$ cat src/verilog/router_pkg.sv
// router package: port numbering, port count and the shared port index/vector types
package router_pkg;

   //--------------------------------------------------
   // port count and index width
   //--------------------------------------------------

   // two mesh dimensions, two neighbors each, plus one local node
   localparam int NUM_PORTS = 5;

   // bits needed to name one port
   localparam int PORT_IDX_WIDTH = $clog2(NUM_PORTS);

   //--------------------------------------------------
   // shared types
   //--------------------------------------------------

   // index of a single port
   typedef logic [PORT_IDX_WIDTH-1:0] port_idx_t;

   // one bit per port, for requests, grants and lock masks
   typedef logic [NUM_PORTS-1:0] port_vec_t;

   //--------------------------------------------------
   // port numbering
   //--------------------------------------------------

   // x dimension neighbors
   localparam port_idx_t PORT_XNEG = 3'd0;
   localparam port_idx_t PORT_XPOS = 3'd1;

   // y dimension neighbors
   localparam port_idx_t PORT_YNEG = 3'd2;
   localparam port_idx_t PORT_YPOS = 3'd3;

   // injection / ejection port of the attached node
   localparam port_idx_t PORT_LOCAL = 3'd4;

endpackage

$ cat src/verilog/input_port.sv
// router input port: flit FIFO, x-first route computation and credit return
module input_port
  #(parameter int flit_data_width = 32,
    parameter int buffer_size = 4,
    parameter int dim_addr_width = 2)
   (input  logic                       clk,
    input  logic                       rst,
    input  logic [dim_addr_width-1:0]  router_x,
    input  logic [dim_addr_width-1:0]  router_y,
    input  logic                       in_valid,
    input  logic                       in_head,
    input  logic                       in_tail,
    input  logic [flit_data_width-1:0] in_data,
    input  logic                       grant,
    output router_pkg::port_vec_t      request,
    output logic                       head_flit,
    output logic                       tail_flit,
    output logic [flit_data_width-1:0] flit_data,
    output logic                       credit_out);

   import router_pkg::*;

   // destination address sits in the low bits of a head flit
   localparam int router_addr_width = 2 * dim_addr_width;
   localparam int ptr_width = (buffer_size > 1) ? $clog2(buffer_size) : 1;
   localparam int cnt_width = $clog2(buffer_size + 1);

   //--------------------------------------------------
   // flit buffer
   //--------------------------------------------------

   // payload and framing storage
   logic [flit_data_width-1:0] data_mem [buffer_size];
   logic [buffer_size-1:0]     head_mem;
   logic [buffer_size-1:0]     tail_mem;

   logic [ptr_width-1:0] wr_ptr;
   logic [ptr_width-1:0] rd_ptr;
   logic [cnt_width-1:0] fill;
   logic                 empty;
   logic                 full;
   logic                 deq;

   // circular wrap, buffer_size need not be a power of two
   function automatic logic [ptr_width-1:0] ptr_next(logic [ptr_width-1:0] ptr);
      return (ptr == ptr_width'(buffer_size - 1)) ? '0 : ptr + 1'b1;
   endfunction

   assign empty = (fill == '0);
   assign full  = (fill == cnt_width'(buffer_size));

   // a grant always pops the flit currently at the head
   assign deq = grant && !empty;

   always_ff @(posedge clk)
   begin
      if (in_valid)
      begin
         data_mem[wr_ptr] <= in_data;
         head_mem[wr_ptr] <= in_head;
         tail_mem[wr_ptr] <= in_tail;
      end
   end

   always_ff @(posedge clk)
   begin
      if (rst)
      begin
         wr_ptr <= '0;
         rd_ptr <= '0;
         fill   <= '0;
      end
      else
      begin
         if (in_valid)
            wr_ptr <= ptr_next(wr_ptr);
         if (deq)
            rd_ptr <= ptr_next(rd_ptr);
         // occupancy only moves when exactly one side is active
         if (in_valid && !deq)
            fill <= fill + 1'b1;
         else if (!in_valid && deq)
            fill <= fill - 1'b1;
      end
   end

   // head of fifo goes straight to the crossbar
   assign flit_data = data_mem[rd_ptr];
   assign head_flit = !empty && head_mem[rd_ptr];
   assign tail_flit = !empty && tail_mem[rd_ptr];

   //--------------------------------------------------
   // dimension-order routing
   //--------------------------------------------------

   logic [router_addr_width-1:0] dest_addr;
   logic [dim_addr_width-1:0]    dest_x;
   logic [dim_addr_width-1:0]    dest_y;
   port_vec_t                    route_calc;
   port_vec_t                    route_q;

   assign dest_addr = flit_data[router_addr_width-1:0];
   assign dest_x    = dest_addr[dim_addr_width-1:0];
   assign dest_y    = dest_addr[router_addr_width-1:dim_addr_width];

   // resolve x first, then y, then eject
   always_comb
   begin
      if (dest_x > router_x)
         route_calc = port_vec_t'(1) << PORT_XPOS;
      else if (dest_x < router_x)
         route_calc = port_vec_t'(1) << PORT_XNEG;
      else if (dest_y > router_y)
         route_calc = port_vec_t'(1) << PORT_YPOS;
      else if (dest_y < router_y)
         route_calc = port_vec_t'(1) << PORT_YNEG;
      else
         route_calc = port_vec_t'(1) << PORT_LOCAL;
   end

   // body and tail flits reuse the route of their head
   always_ff @(posedge clk)
   begin
      if (rst)
         route_q <= '0;
      else if (deq && head_flit)
         route_q <= route_calc;
   end

   assign request = empty ? '0 : (head_flit ? route_calc : route_q);

   //--------------------------------------------------
   // credit return
   //--------------------------------------------------

   // one registered pulse per freed slot
   always_ff @(posedge clk)
   begin
      if (rst)
         credit_out <= 1'b0;
      else
         credit_out <= deq;
   end

   //--------------------------------------------------
   // checks
   //--------------------------------------------------

   // framing tracker, next arriving flit must open a packet
   logic expect_head;

   always_ff @(posedge clk)
   begin
      if (rst)
         expect_head <= 1'b1;
      else if (in_valid)
         expect_head <= in_tail;
   end

   // upstream must never exceed the credits it was given
   a_no_overflow: assert property (@(posedge clk) disable iff (rst) in_valid |-> !full)
      else $error("flit written into a full input buffer");

   a_head_after_tail: assert property (@(posedge clk) disable iff (rst)
                                       in_valid && expect_head |-> in_head)
      else $error("packet started without a head flit");

endmodule

$ cat src/verilog/switch_alloc.sv
// switch allocator: round-robin per-output arbitration, held for the whole packet
module switch_alloc
   (input  logic                  clk,
    input  logic                  rst,
    input  router_pkg::port_vec_t request [router_pkg::NUM_PORTS],
    input  router_pkg::port_vec_t tail_flit,
    input  router_pkg::port_vec_t credit_ok,
    output router_pkg::port_vec_t grant,
    output router_pkg::port_vec_t send,
    output router_pkg::port_idx_t sel_input [router_pkg::NUM_PORTS]);

   import router_pkg::*;

   //--------------------------------------------------
   // per-output state
   //--------------------------------------------------

   // round-robin pointer, lock flag and owning input per output
   port_idx_t rr_ptr [NUM_PORTS];
   port_vec_t lock_q;
   port_idx_t lock_in_q [NUM_PORTS];

   // grant_col[i][o] is set when output o serves input i this cycle
   port_vec_t grant_col [NUM_PORTS];

   function automatic port_idx_t rr_next(port_idx_t idx);
      return (idx == port_idx_t'(NUM_PORTS - 1)) ? '0 : idx + 1'b1;
   endfunction

   //--------------------------------------------------
   // output arbitration
   //--------------------------------------------------

   for (genvar o = 0; o < NUM_PORTS; o++)
   begin : g_out
      port_idx_t pick;
      logic      found;

      // first requester at or after the pointer
      always_comb
      begin
         int idx;
         pick  = rr_ptr[o];
         found = 1'b0;
         for (int k = 0; k < NUM_PORTS; k++)
         begin
            idx = int'(rr_ptr[o]) + k;
            if (idx >= NUM_PORTS)
               idx = idx - NUM_PORTS;
            if (!found && request[idx][o])
            begin
               found = 1'b1;
               pick  = port_idx_t'(idx);
            end
         end
      end

      // a locked output only listens to its owner
      assign sel_input[o] = lock_q[o] ? lock_in_q[o] : pick;
      assign send[o] = (lock_q[o] ? request[lock_in_q[o]][o] : found) && credit_ok[o];
   end

   //--------------------------------------------------
   // grant back to inputs
   //--------------------------------------------------

   for (genvar i = 0; i < NUM_PORTS; i++)
   begin : g_in
      for (genvar o = 0; o < NUM_PORTS; o++)
      begin : g_col
         assign grant_col[i][o] = send[o] && (sel_input[o] == port_idx_t'(i));
      end

      // grant means dequeue
      assign grant[i] = |grant_col[i];

      // one-hot requests must never produce a double dequeue
      a_single_grant: assert property (@(posedge clk) disable iff (rst)
                                       $onehot0(grant_col[i]))
         else $error("input granted by more than one output");
   end

   //--------------------------------------------------
   // lock and pointer update
   //--------------------------------------------------

   always_ff @(posedge clk)
   begin
      if (rst)
      begin
         lock_q <= '0;
         for (int o = 0; o < NUM_PORTS; o++)
            rr_ptr[o] <= '0;
      end
      else
      begin
         for (int o = 0; o < NUM_PORTS; o++)
         begin
            if (send[o])
            begin
               // tail releases the output and advances fairness
               if (tail_flit[sel_input[o]])
               begin
                  lock_q[o] <= 1'b0;
                  rr_ptr[o] <= rr_next(sel_input[o]);
               end
               else
                  lock_q[o] <= 1'b1;
            end
         end
      end
   end

   // owner is only read while the lock flag is set
   always_ff @(posedge clk)
   begin
      for (int o = 0; o < NUM_PORTS; o++)
      begin
         if (send[o] && !tail_flit[sel_input[o]])
            lock_in_q[o] <= sel_input[o];
      end
   end

endmodule

$ cat src/verilog/output_port.sv
// router output port: crossbar column select, output register and credit counter
module output_port
  #(parameter int flit_data_width = 32,
    parameter int buffer_size = 4)
   (input  logic                       clk,
    input  logic                       rst,
    input  logic                       send,
    input  router_pkg::port_idx_t      sel_input,
    input  router_pkg::port_vec_t      head_flit,
    input  router_pkg::port_vec_t      tail_flit,
    input  logic [flit_data_width-1:0] flit_data [router_pkg::NUM_PORTS],
    input  logic                       credit_in,
    output logic                       credit_ok,
    output logic                       out_valid,
    output logic                       out_head,
    output logic                       out_tail,
    output logic [flit_data_width-1:0] out_data);

   import router_pkg::*;

   localparam int cnt_width = $clog2(buffer_size + 1);

   //--------------------------------------------------
   // crossbar column and output register
   //--------------------------------------------------

   // framing bits are control, cleared on reset
   always_ff @(posedge clk)
   begin
      if (rst)
      begin
         out_valid <= 1'b0;
         out_head  <= 1'b0;
         out_tail  <= 1'b0;
      end
      else
      begin
         out_valid <= send;
         out_head  <= send && head_flit[sel_input];
         out_tail  <= send && tail_flit[sel_input];
      end
   end

   // payload only qualified by out_valid
   always_ff @(posedge clk)
   begin
      if (send)
         out_data <= flit_data[sel_input];
   end

   //--------------------------------------------------
   // downstream credits
   //--------------------------------------------------

   // free slots in the next router's input buffer
   logic [cnt_width-1:0] credit_cnt;

   always_ff @(posedge clk)
   begin
      if (rst)
         credit_cnt <= cnt_width'(buffer_size);
      else
      begin
         // send and return together cancel out
         case ({send, credit_in})
            2'b10:   credit_cnt <= credit_cnt - 1'b1;
            2'b01:   credit_cnt <= credit_cnt + 1'b1;
            default: credit_cnt <= credit_cnt;
         endcase
      end
   end

   assign credit_ok = (credit_cnt != '0);

   //--------------------------------------------------
   // checks
   //--------------------------------------------------

   // allocator must respect the credit level
   a_no_send_empty: assert property (@(posedge clk) disable iff (rst)
                                     send |-> credit_cnt != '0)
      else $error("flit sent without downstream credit");

   // downstream returned more credits than it owns
   a_credit_bound: assert property (@(posedge clk) disable iff (rst)
                                    credit_in && !send |-> credit_cnt < cnt_width'(buffer_size))
      else $error("credit counter overflow");

endmodule

$ cat src/verilog/router_top.sv
// five-port wormhole mesh router with credit flow control and x-first routing
module router_top
  #(parameter int flit_data_width = 32,
    parameter int buffer_size = 4,
    parameter int dim_addr_width = 2)
   (input  logic                          clk,
    input  logic                          rst,
    input  logic [dim_addr_width-1:0]     router_x,
    input  logic [dim_addr_width-1:0]     router_y,
    input  logic [router_pkg::NUM_PORTS-1:0] in_valid,
    input  logic [router_pkg::NUM_PORTS-1:0] in_head,
    input  logic [router_pkg::NUM_PORTS-1:0] in_tail,
    input  logic [flit_data_width-1:0]    in_data [router_pkg::NUM_PORTS],
    output logic [router_pkg::NUM_PORTS-1:0] credit_out,
    output logic [router_pkg::NUM_PORTS-1:0] out_valid,
    output logic [router_pkg::NUM_PORTS-1:0] out_head,
    output logic [router_pkg::NUM_PORTS-1:0] out_tail,
    output logic [flit_data_width-1:0]    out_data [router_pkg::NUM_PORTS],
    input  logic [router_pkg::NUM_PORTS-1:0] credit_in);

   import router_pkg::*;

   // input side toward allocator and crossbar
   port_vec_t                  request [NUM_PORTS];
   port_vec_t                  head_flit;
   port_vec_t                  tail_flit;
   logic [flit_data_width-1:0] flit_data [NUM_PORTS];

   // allocator decisions and credit state
   port_vec_t grant;
   port_vec_t send;
   port_vec_t credit_ok;
   port_idx_t sel_input [NUM_PORTS];

   //--------------------------------------------------
   // input ports
   //--------------------------------------------------

   for (genvar i = 0; i < NUM_PORTS; i++)
   begin : g_ip
      input_port
        #(.flit_data_width(flit_data_width),
          .buffer_size(buffer_size),
          .dim_addr_width(dim_addr_width))
      i_ip
        (.clk(clk),
         .rst(rst),
         .router_x(router_x),
         .router_y(router_y),
         .in_valid(in_valid[i]),
         .in_head(in_head[i]),
         .in_tail(in_tail[i]),
         .in_data(in_data[i]),
         .grant(grant[i]),
         .request(request[i]),
         .head_flit(head_flit[i]),
         .tail_flit(tail_flit[i]),
         .flit_data(flit_data[i]),
         .credit_out(credit_out[i]));
   end

   //--------------------------------------------------
   // switch allocator
   //--------------------------------------------------

   switch_alloc i_sa
     (.clk(clk),
      .rst(rst),
      .request(request),
      .tail_flit(tail_flit),
      .credit_ok(credit_ok),
      .grant(grant),
      .send(send),
      .sel_input(sel_input));

   //--------------------------------------------------
   // output ports, each one crossbar column
   //--------------------------------------------------

   for (genvar o = 0; o < NUM_PORTS; o++)
   begin : g_op
      output_port
        #(.flit_data_width(flit_data_width),
          .buffer_size(buffer_size))
      i_op
        (.clk(clk),
         .rst(rst),
         .send(send[o]),
         .sel_input(sel_input[o]),
         .head_flit(head_flit),
         .tail_flit(tail_flit),
         .flit_data(flit_data),
         .credit_in(credit_in[o]),
         .credit_ok(credit_ok[o]),
         .out_valid(out_valid[o]),
         .out_head(out_head[o]),
         .out_tail(out_tail[o]),
         .out_data(out_data[o]));
   end

endmodule

$ cat config.mk
export PLATFORM = sky130hd
export DESIGN_NAME = router_top
export DESIGN_NICKNAME = d
export VERILOG_FILES = /design/src/verilog/router_pkg.sv /design/src/verilog/input_port.sv /design/src/verilog/switch_alloc.sv /design/src/verilog/output_port.sv /design/src/verilog/router_top.sv
export SDC_FILE = /design/constraint.sdc
export NUM_CORES = 1
export LEC_CHECK = 0
export BUFFER_PORTS_ARGS = -buffer_cell sky130_fd_sc_hd__buf_2
export CORE_ASPECT_RATIO = 0.7
export CORE_MARGIN = 4
export CORE_UTILIZATION = 35
export CTS_CLUSTER_DIAMETER = 30
export DETAILED_ROUTE_END_ITERATION = 16
export MAX_ROUTING_LAYER = met4
export PLACE_DENSITY_LB_ADDON = 0.25
export RECOVER_POWER = 25
export SYNTH_ARGS = -nofsm -noshare
export SYNTH_HDL_FRONTEND = slang
export SYNTH_HIERARCHICAL = 1
export SYNTH_SLANG_ARGS = --single-unit
$ cat constraint.sdc
create_clock -name clk -period 19.9 [get_ports clk]
set_input_delay 3.98 -clock clk [delete_from_list [all_inputs] [get_ports clk]]
set_output_delay 3.98 -clock clk [all_outputs]
set_load 0.1 [all_outputs]
Word level (Yosys, flattened, before mapping)
Memories as Yosys holds them, arrays and structs flattened. A register that Yosys moved wholly into a read port is not among the register bits.
Cells that the tools add are included.
- magnitude comparators: 100
- equality and inequality tests: 40
- add/sub/neg operators: 80
- reduce and logical (&&, ||, !) cells: 170
- bitwise gates (word level): 40
- muxes and demuxes: 372
- operator list (cell ; number):
    greater-or-equal comparator 32 x 4 -> 1 bit, second input constant ; 45
    2-to-1 mux 32 bit ; 35
    NOT 32 bit ; 25
    subtractor 32 x 4 -> 32 bit, second input constant ; 20
    binary-select mux 32 bit (select 3 bit) ; 5
    binary-select mux 5 bit (select 3 bit) ; 30
    2-to-1 mux 5 bit ; 42
    2-to-1 mux 3 bit ; 62
    2-to-1 mux 1 bit ; 114
    logical AND 1 bit ; 100
    2-to-1 mux 2 bit ; 32
    2-to-1 mux 4 bit ; 12
    adder 3 x 1 -> 3 bit, second input constant ; 15
    adder 3 x 2 -> 4 bit, second input constant ; 10
    bitwise mux 4 bit ; 10
    greater-or-equal comparator 4 bit, second input constant ; 10
    zero test 1 bit ; 40
    NOT 3 -> 4 bit ; 10
    binary-select mux 1 bit (select 3 bit) ; 10
    equality test 2 bit, second input constant ; 15
    equality test 3 x 2 -> 1 bit, second input constant ; 10
    zero test 3 bit ; 10
    < comparator 2 x 3 -> 1 bit, second input constant ; 10
    one-hot mux 3 bit (2 select lines) ; 5
    other kinds (19) ; 125
- logic and storage cells: 874
- bits of input ports: 186
- output and inout bits: 180
- RAM bits: 670
- memories kept: 7
- flip-flop bits (word level): 300
- memories (name ; words ; bits a word ; rd ports ; clocked after Yosys merged registers in ; wr ports ; line ; RTL):
    g_ip[0].i_ip.data_mem ; 4 ; 32 ; 1 ; 1 ; 1 ; input_port.sv:33 ; logic [flit_data_width-1:0] data_mem [buffer_size];
    g_ip[1].i_ip.data_mem ; 4 ; 32 ; 1 ; 1 ; 1 ; input_port.sv:33 ;
    g_ip[2].i_ip.data_mem ; 4 ; 32 ; 1 ; 1 ; 1 ; input_port.sv:33 ;
    g_ip[3].i_ip.data_mem ; 4 ; 32 ; 1 ; 1 ; 1 ; input_port.sv:33 ;
    g_ip[4].i_ip.data_mem ; 4 ; 32 ; 1 ; 1 ; 1 ; input_port.sv:33 ;
    i_sa.lock_in_q ; 5 ; 3 ; 5 ; 0 ; 5 ; switch_alloc.sv:21 ; port_idx_t lock_in_q [NUM_PORTS];
    1 more memories ; n/a ; n/a ; n/a ; n/a ; n/a ; n/a ;

Logic depth before layout (Yosys ltp)
- depth in word-level cells: 31
- depth in mapped cells: 30
- depth with buffers taken out: 28

Cells and area by module
Netlist, hierarchy kept.
- by module, submodules not included (module ; sequential area each (sq um) ; area each (sq um) ; times used ; cells an instance):
    input_port ; 4384.2 ; 5788.1 ; 5 ; 273
    output_port ; 1081.0 ; 2811.4 ; 5 ; 245
    switch_alloc ; 1001.0 ; 8744.6 ; 1 ; 1150

Least setup slack after synthesis
No wires, ideal clock.
- path type: input to register
- start: input port router_y[1]
- end: register g_ip[0].i_ip.fill[2]
- stages: 24
- setup slack: 10.017 ns
- setup time: 0.070 ns
- arrival time: 9.814 ns
- data required time: 19.830 ns
- buffers on the path: 0
- cells stage by stage: inv_1 ha_1 nand2_1 a2111oi_0 mux2i_1 nor2_1 inv_1 a2111oi_0 a211oi_1 mux2i_1 and2_1 nor3_1 a21oi_1 and2_1 a22o_1 a31oi_1 nand3_1 o31ai_4 ha_1 inv_1 fa_1 xor2_1 or3_1 a21oi_1
- RTL lines (what ; line ; RTL):
    from (decl) ; router_top.sv:9 ; input logic [dim_addr_width-1:0] router_y,
    to (signal assigned) ; input_port.sv:81 ; fill <= fill + 1'b1;
    to (signal assigned) ; input_port.sv:83 ; fill <= fill - 1'b1;
    to (decl) ; input_port.sv:39 ; logic [cnt_width-1:0] fill;

==> flow_summary.html <==
<table>
<tr><th>Metric</th><th>Value</th></tr>
<tr><th colspan="2">Clocking</th></tr>
<tr><td>Root Driver</td><td>sky130_fd_sc_hd__clkbuf_16</td></tr>
<tr><td>Clock tree from TritonCTS</td><td>yes</td></tr>
<tr><td>CTS clock-pin slew for the worst setup and hold paths</td><td>0.05 ns</td></tr>
<tr><td>Number of buffers inserted to repair setup after CTS</td><td>0</td></tr>
<tr><td>Count of H-tree levels built during CTS</td><td>4</td></tr>
<tr><td>Total clock sinks</td><td>980</td></tr>
<tr><td>Number of buffers on the longest clock path</td><td>3</td></tr>
<tr><td>PostCTS Resize Cnt</td><td>0</td></tr>
<tr><td>Count of hold buffers inserted by post-cts repair</td><td>0</td></tr>
<tr><td>Number of buffers created by CTS</td><td>177</td></tr>
<tr><td>Clock latency on the worst-skew pair</td><td>0.81 ns</td></tr>
<tr><th colspan="2">Yosys</th></tr>
<tr><td>Largest family of logic cells by synthesized area</td><td>multiplexers</td></tr>
<tr><td>Number of cells produced by synthesis</td><td>3740</td></tr>
<tr><td>Simple logic cell fraction of the synthesized area</td><td>6.63%</td></tr>
<tr><td>Ys flop type</td><td>sky130_fd_sc_hd__edfxtp_1</td></tr>
<tr><td>Count of synthesis-stage warnings from yosys</td><td>6</td></tr>
<tr><td>Ys async rst share</td><td>0%</td></tr>
<tr><td>Number of library cell types mapped by synthesis</td><td>105</td></tr>
<tr><td>Xor and xnor area share after synthesis</td><td>0.694%</td></tr>
<tr><td>Number of synthesized register bits</td><td>980</td></tr>
<tr><td>Register area share after synthesis</td><td>54.7%</td></tr>
<tr><td>Synthesized-area fraction occupied by ao, oa, aoi and oai cells</td><td>12.9%</td></tr>
<tr><td>Adder-Cell Fraction of Synth Area</td><td>3.75%</td></tr>
<tr><td>Mapped cell area</td><td>51700 sq um</td></tr>
<tr><td>Syn_nets</td><td>4075</td></tr>
<tr><td>Share of cell area taken by muxes after synthesis</td><td>17.1%</td></tr>
<tr><td>EDFF count, synth</td><td>870</td></tr>
<tr><td>Avg Synthesized Cell Area</td><td>13.8 sq um</td></tr>
<tr><th colspan="2">GRT</th></tr>
<tr><td>GRT Residual Overflow</td><td>0</td></tr>
<tr><td>Wire length of the first global-routing pass</td><td>245000 microns</td></tr>
<tr><td>Number of antenna violations at the first check in global routing</td><td>57</td></tr>
<tr><td>Maximum number of pins on one net before global-route repair</td><td>74</td></tr>
<tr><td>Number of global-route vias before repair</td><td>33180</td></tr>
<tr><td>Total Routing Usage GR</td><td>22.4%</td></tr>
<tr><th colspan="2">Setup path</th></tr>
<tr><td>Maximum net fanout on the critical path</td><td>73</td></tr>
<tr><td>Data arrival time of the critical path</td><td>11.76 ns</td></tr>
<tr><td>Setup Crit Path Kind</td><td>primary input to flip-flop</td></tr>
<tr><td>Worst path slowest cell</td><td>sky130_fd_sc_hd__a2111oi_1</td></tr>
<tr><td>CP endpoint kind</td><td>flip-flop</td></tr>
<tr><td>Required arrival time at the worst endpoint</td><td>20.61 ns</td></tr>
<tr><td>Crit path largest cell delay</td><td>0.99 ns</td></tr>
<tr><td>Kind of start point of the critical path</td><td>primary input</td></tr>
<tr><td>Most prevalent standard cell on the critical path</td><td>sky130_fd_sc_hd__inv_1</td></tr>
<tr><th colspan="2">Route</th></tr>
<tr><td>1st-pass router iterations</td><td>6</td></tr>
<tr><td>Total length of routed wires</td><td>172000 microns</td></tr>
<tr><td>Antenna-violating nets left</td><td>0</td></tr>
<tr><td>Drt first-iter violations</td><td>4157</td></tr>
<tr><td>Drt via density</td><td>5.67</td></tr>
<tr><td>DR vias</td><td>35522</td></tr>
<tr><td>Remaining design rule violation count</td><td>0</td></tr>
<tr><td>Routed WL per cell</td><td>27.4 microns</td></tr>
<tr><th colspan="2">Floorplan</th></tr>
<tr><td>Effective utilization at floorplan</td><td>35.4%</td></tr>
<tr><td>Core box area</td><td>146000 sq um</td></tr>
<tr><td>Chip width</td><td>468 microns</td></tr>
<tr><td>FP Rows</td><td>117</td></tr>
<tr><td>Die footprint</td><td>154000 sq um</td></tr>
<tr><td>Number of top-level pins</td><td>366</td></tr>
<tr><td>Chip Height</td><td>330 microns</td></tr>
<tr><th colspan="2">Layout</th></tr>
<tr><td>FILL cells</td><td>13466</td></tr>
<tr><td>Commonest non-fill, non-tap cells in the layout</td><td>sky130_fd_sc_hd__edfxtp_1, sky130_fd_sc_hd__mux2i_1, sky130_fd_sc_hd__buf_2, sky130_fd_sc_hd__mux4_2, sky130_fd_sc_hd__clkbuf_16</td></tr>
<tr><td>Non-filler instance count after layout</td><td>6267</td></tr>
<tr><td>Share of post-route cells with drive strength above 1</td><td>20.9%</td></tr>
<tr><td>Final nets</td><td>4439</td></tr>
<tr><td>Synth-to-Final Area Change</td><td>18.5%</td></tr>
<tr><td>Most frequent standard cell in the layout excluding fill and tap cells</td><td>sky130_fd_sc_hd__edfxtp_1</td></tr>
<tr><td>Sequential standard cell area</td><td>28300 sq um</td></tr>
<tr><td>Non-Filler Cell Area, Final</td><td>61300 sq um</td></tr>
<tr><td>Total area of multi-input combinational cells</td><td>21400 sq um</td></tr>
<tr><th colspan="2">Place</th></tr>
<tr><td>Number of port buffers</td><td>365</td></tr>
<tr><td>HPWL after detailed placement</td><td>122000 microns</td></tr>
<tr><td>Final weighted congestion of routability-driven global placement</td><td>0.928</td></tr>
<tr><td>Cells after DPL</td><td>5888</td></tr>
<tr><td>Placed instance area</td><td>54900 sq um</td></tr>
<tr><th colspan="2">STA</th></tr>
<tr><td>Max Clock Skew</td><td>0.0486 ns</td></tr>
<tr><td>Slew @ Worst Pin</td><td>1.20 ns</td></tr>
<tr><td>Shortest clock period the worst path allows after layout</td><td>11.05 ns</td></tr>
<tr><td>Hold Slack</td><td>0.494 ns</td></tr>
<tr><td>Final max-slew violation count</td><td>0</td></tr>
<tr><td>Worst slew margin relative to its limit</td><td>20.1%</td></tr>
<tr><td>Aggregate negative setup slack</td><td>0 ns</td></tr>
<tr><td>Maximum clock frequency</td><td>0.0905 GHz</td></tr>
<tr><td>Unrepaired setup endpoints after global routing</td><td>no</td></tr>
<tr><td>Post-route fraction of the period consumed by the critical path</td><td>55.5%</td></tr>
<tr><td>Setup-violating endpoint count in the final report</td><td>0</td></tr>
<tr><td>Count of final hold-check violations</td><td>0</td></tr>
<tr><th colspan="2">Worst hold path</th></tr>
<tr><td>Worst min-delay path class</td><td>flip-flop to flip-flop</td></tr>
<tr><th colspan="2">Job</th></tr>
<tr><td>Max-capacitance violation count</td><td>0</td></tr>
<tr><th colspan="2">Status</th></tr>
<tr><td>Result of the run</td><td>finished clean</td></tr>
</table>
-- critical path: cells and delay by family --
kind	cells	cell delay, ns
and+or+nand+nor	7	2.10
buffers and inverters	7	1.41
adders and majority gates	4	1.17
muxes	1	0.17
xor gates and xnor gates	1	0.17
AOI/OAI and AO/OA	9	2.72
-- final cells by class --
| type | instances | area share [%] |
|---|---|---|
| sequential | 980 | 46.2 |
| clock inverter | 140 | 3.08 |
| tap | 1963 | 4.00 |
| inverter | 133 | 0.822 |
| clock buffer | 193 | 7.44 |
| timing repair buffer | 423 | 3.40 |
| antenna | 46 | 0.188 |
| multi-input combinational | 2389 | 34.9 |
-- stage by stage --
stage	setup slack, ns	util (%)
floorplan	10.02	-
global placement	8.46	37.6
detailed placement	8.32	37.6
CTS	9.19	42.0
global route	8.50	42.0
finish	8.85	42.0
-- logic make-up (layout without fill, tap and decap cells) --
group,after synthesis,in the layout
AO/OA/AOI/OAI,917,917
XOR/XNOR,41,41
adder cells (fa/ha/maj),149,149
buffers and inverters,371,889
flip-flops,980,980
multiplexers,636,636
other,0,46
AND/OR/NAND/NOR,646,646
-- cells in the mapped netlist (10+ instances only) --
cell                        count  area, sq um
sky130_fd_sc_hd__a2111oi_0     19          166
sky130_fd_sc_hd__a211oi_1      24          180
sky130_fd_sc_hd__a21o_1        22          165
sky130_fd_sc_hd__a21oi_1       87          435
sky130_fd_sc_hd__a22oi_1       15          113
sky130_fd_sc_hd__and2_1        40          250
sky130_fd_sc_hd__and3_1        14         87.6
sky130_fd_sc_hd__buf_1         16         60.1
sky130_fd_sc_hd__buf_12        35          701
sky130_fd_sc_hd__buf_2         58          290
sky130_fd_sc_hd__clkbuf_1     116          435
sky130_fd_sc_hd__dfxtp_1      110         2200
sky130_fd_sc_hd__edfxtp_1     870        26100
sky130_fd_sc_hd__fa_1          10          200
sky130_fd_sc_hd__ha_1         139         1740
sky130_fd_sc_hd__inv_1        131          492
sky130_fd_sc_hd__mux2i_1      431         4310
sky130_fd_sc_hd__mux4_1        10          263
sky130_fd_sc_hd__mux4_2       186         4190
sky130_fd_sc_hd__nand2_1      118          443
sky130_fd_sc_hd__nand2b_1      39          244
sky130_fd_sc_hd__nand3_1       44          220
sky130_fd_sc_hd__nand3b_1      13         97.6
sky130_fd_sc_hd__nand4_1       24          150
sky130_fd_sc_hd__nor2_1       165          619
sky130_fd_sc_hd__nor2b_1       44          275
sky130_fd_sc_hd__nor3_1        38          190
sky130_fd_sc_hd__nor4_1        11         68.8
sky130_fd_sc_hd__o211a_1       10          100
sky130_fd_sc_hd__o211ai_1      14          105
sky130_fd_sc_hd__o21a_1       174         1310
sky130_fd_sc_hd__o21ai_0       57          285
sky130_fd_sc_hd__o21ai_1      163          816
sky130_fd_sc_hd__o22ai_1       14         87.6
sky130_fd_sc_hd__o2bb2ai_1    157         1380
sky130_fd_sc_hd__o31ai_1       13         97.6
sky130_fd_sc_hd__or3_1         29          181
sky130_fd_sc_hd__or3b_2        10         87.6
sky130_fd_sc_hd__xnor2_1       18          158
sky130_fd_sc_hd__xor2_1        23          201
-- routing by layer --
layer  track usage [%]  wire length (microns)  up-vias
met5                 -                      0        -
met4              6.93                   4800        0
met3              6.54                  17800      252
met2              29.0                  68800     1627
met1              33.4                  80500    17993
li1                  -                      -    15650
-- sequential cells by signal (all words and copies together), names as in the netlist, 10 cells and up, named ones only --
name                  flops
g_ip.i_ip/rd_ptr         10
g_ip.i_ip/fill           15
g_ip.i_ip/wr_ptr         10
g_ip.i_ip/data_mem      640
g_ip.i_ip/tail_mem       20
g_op.i_op/out_data      160
i_sa/rr_ptr              15
i_sa/lock_in_q           15
g_op.i_op/credit_cnt     15
g_ip.i_ip/head_mem       20
g_ip.i_ip/route_q        25
-- worst paths after layout --
kind / start / end / slack (ns) / cells past startpoint
setup / recovery: router_y[1] / g_ip[4].i_ip/fill[2] / 8.85 / 29
hold / removal: g_ip[0].i_ip/route_q[1] / g_ip[0].i_ip/route_q[1] / 0.49 / 2
setup reg to reg: flip-flop / g_ip[4].i_ip/fill[2] / 10.40 / 29
hold reg to reg: g_ip[0].i_ip/route_q[1] / g_ip[0].i_ip/route_q[1] / 0.49 / 2
Power is left out: the tool's default activity adds up to more than one toggle a clock period on the data nets, which glitch-free logic cannot reach.
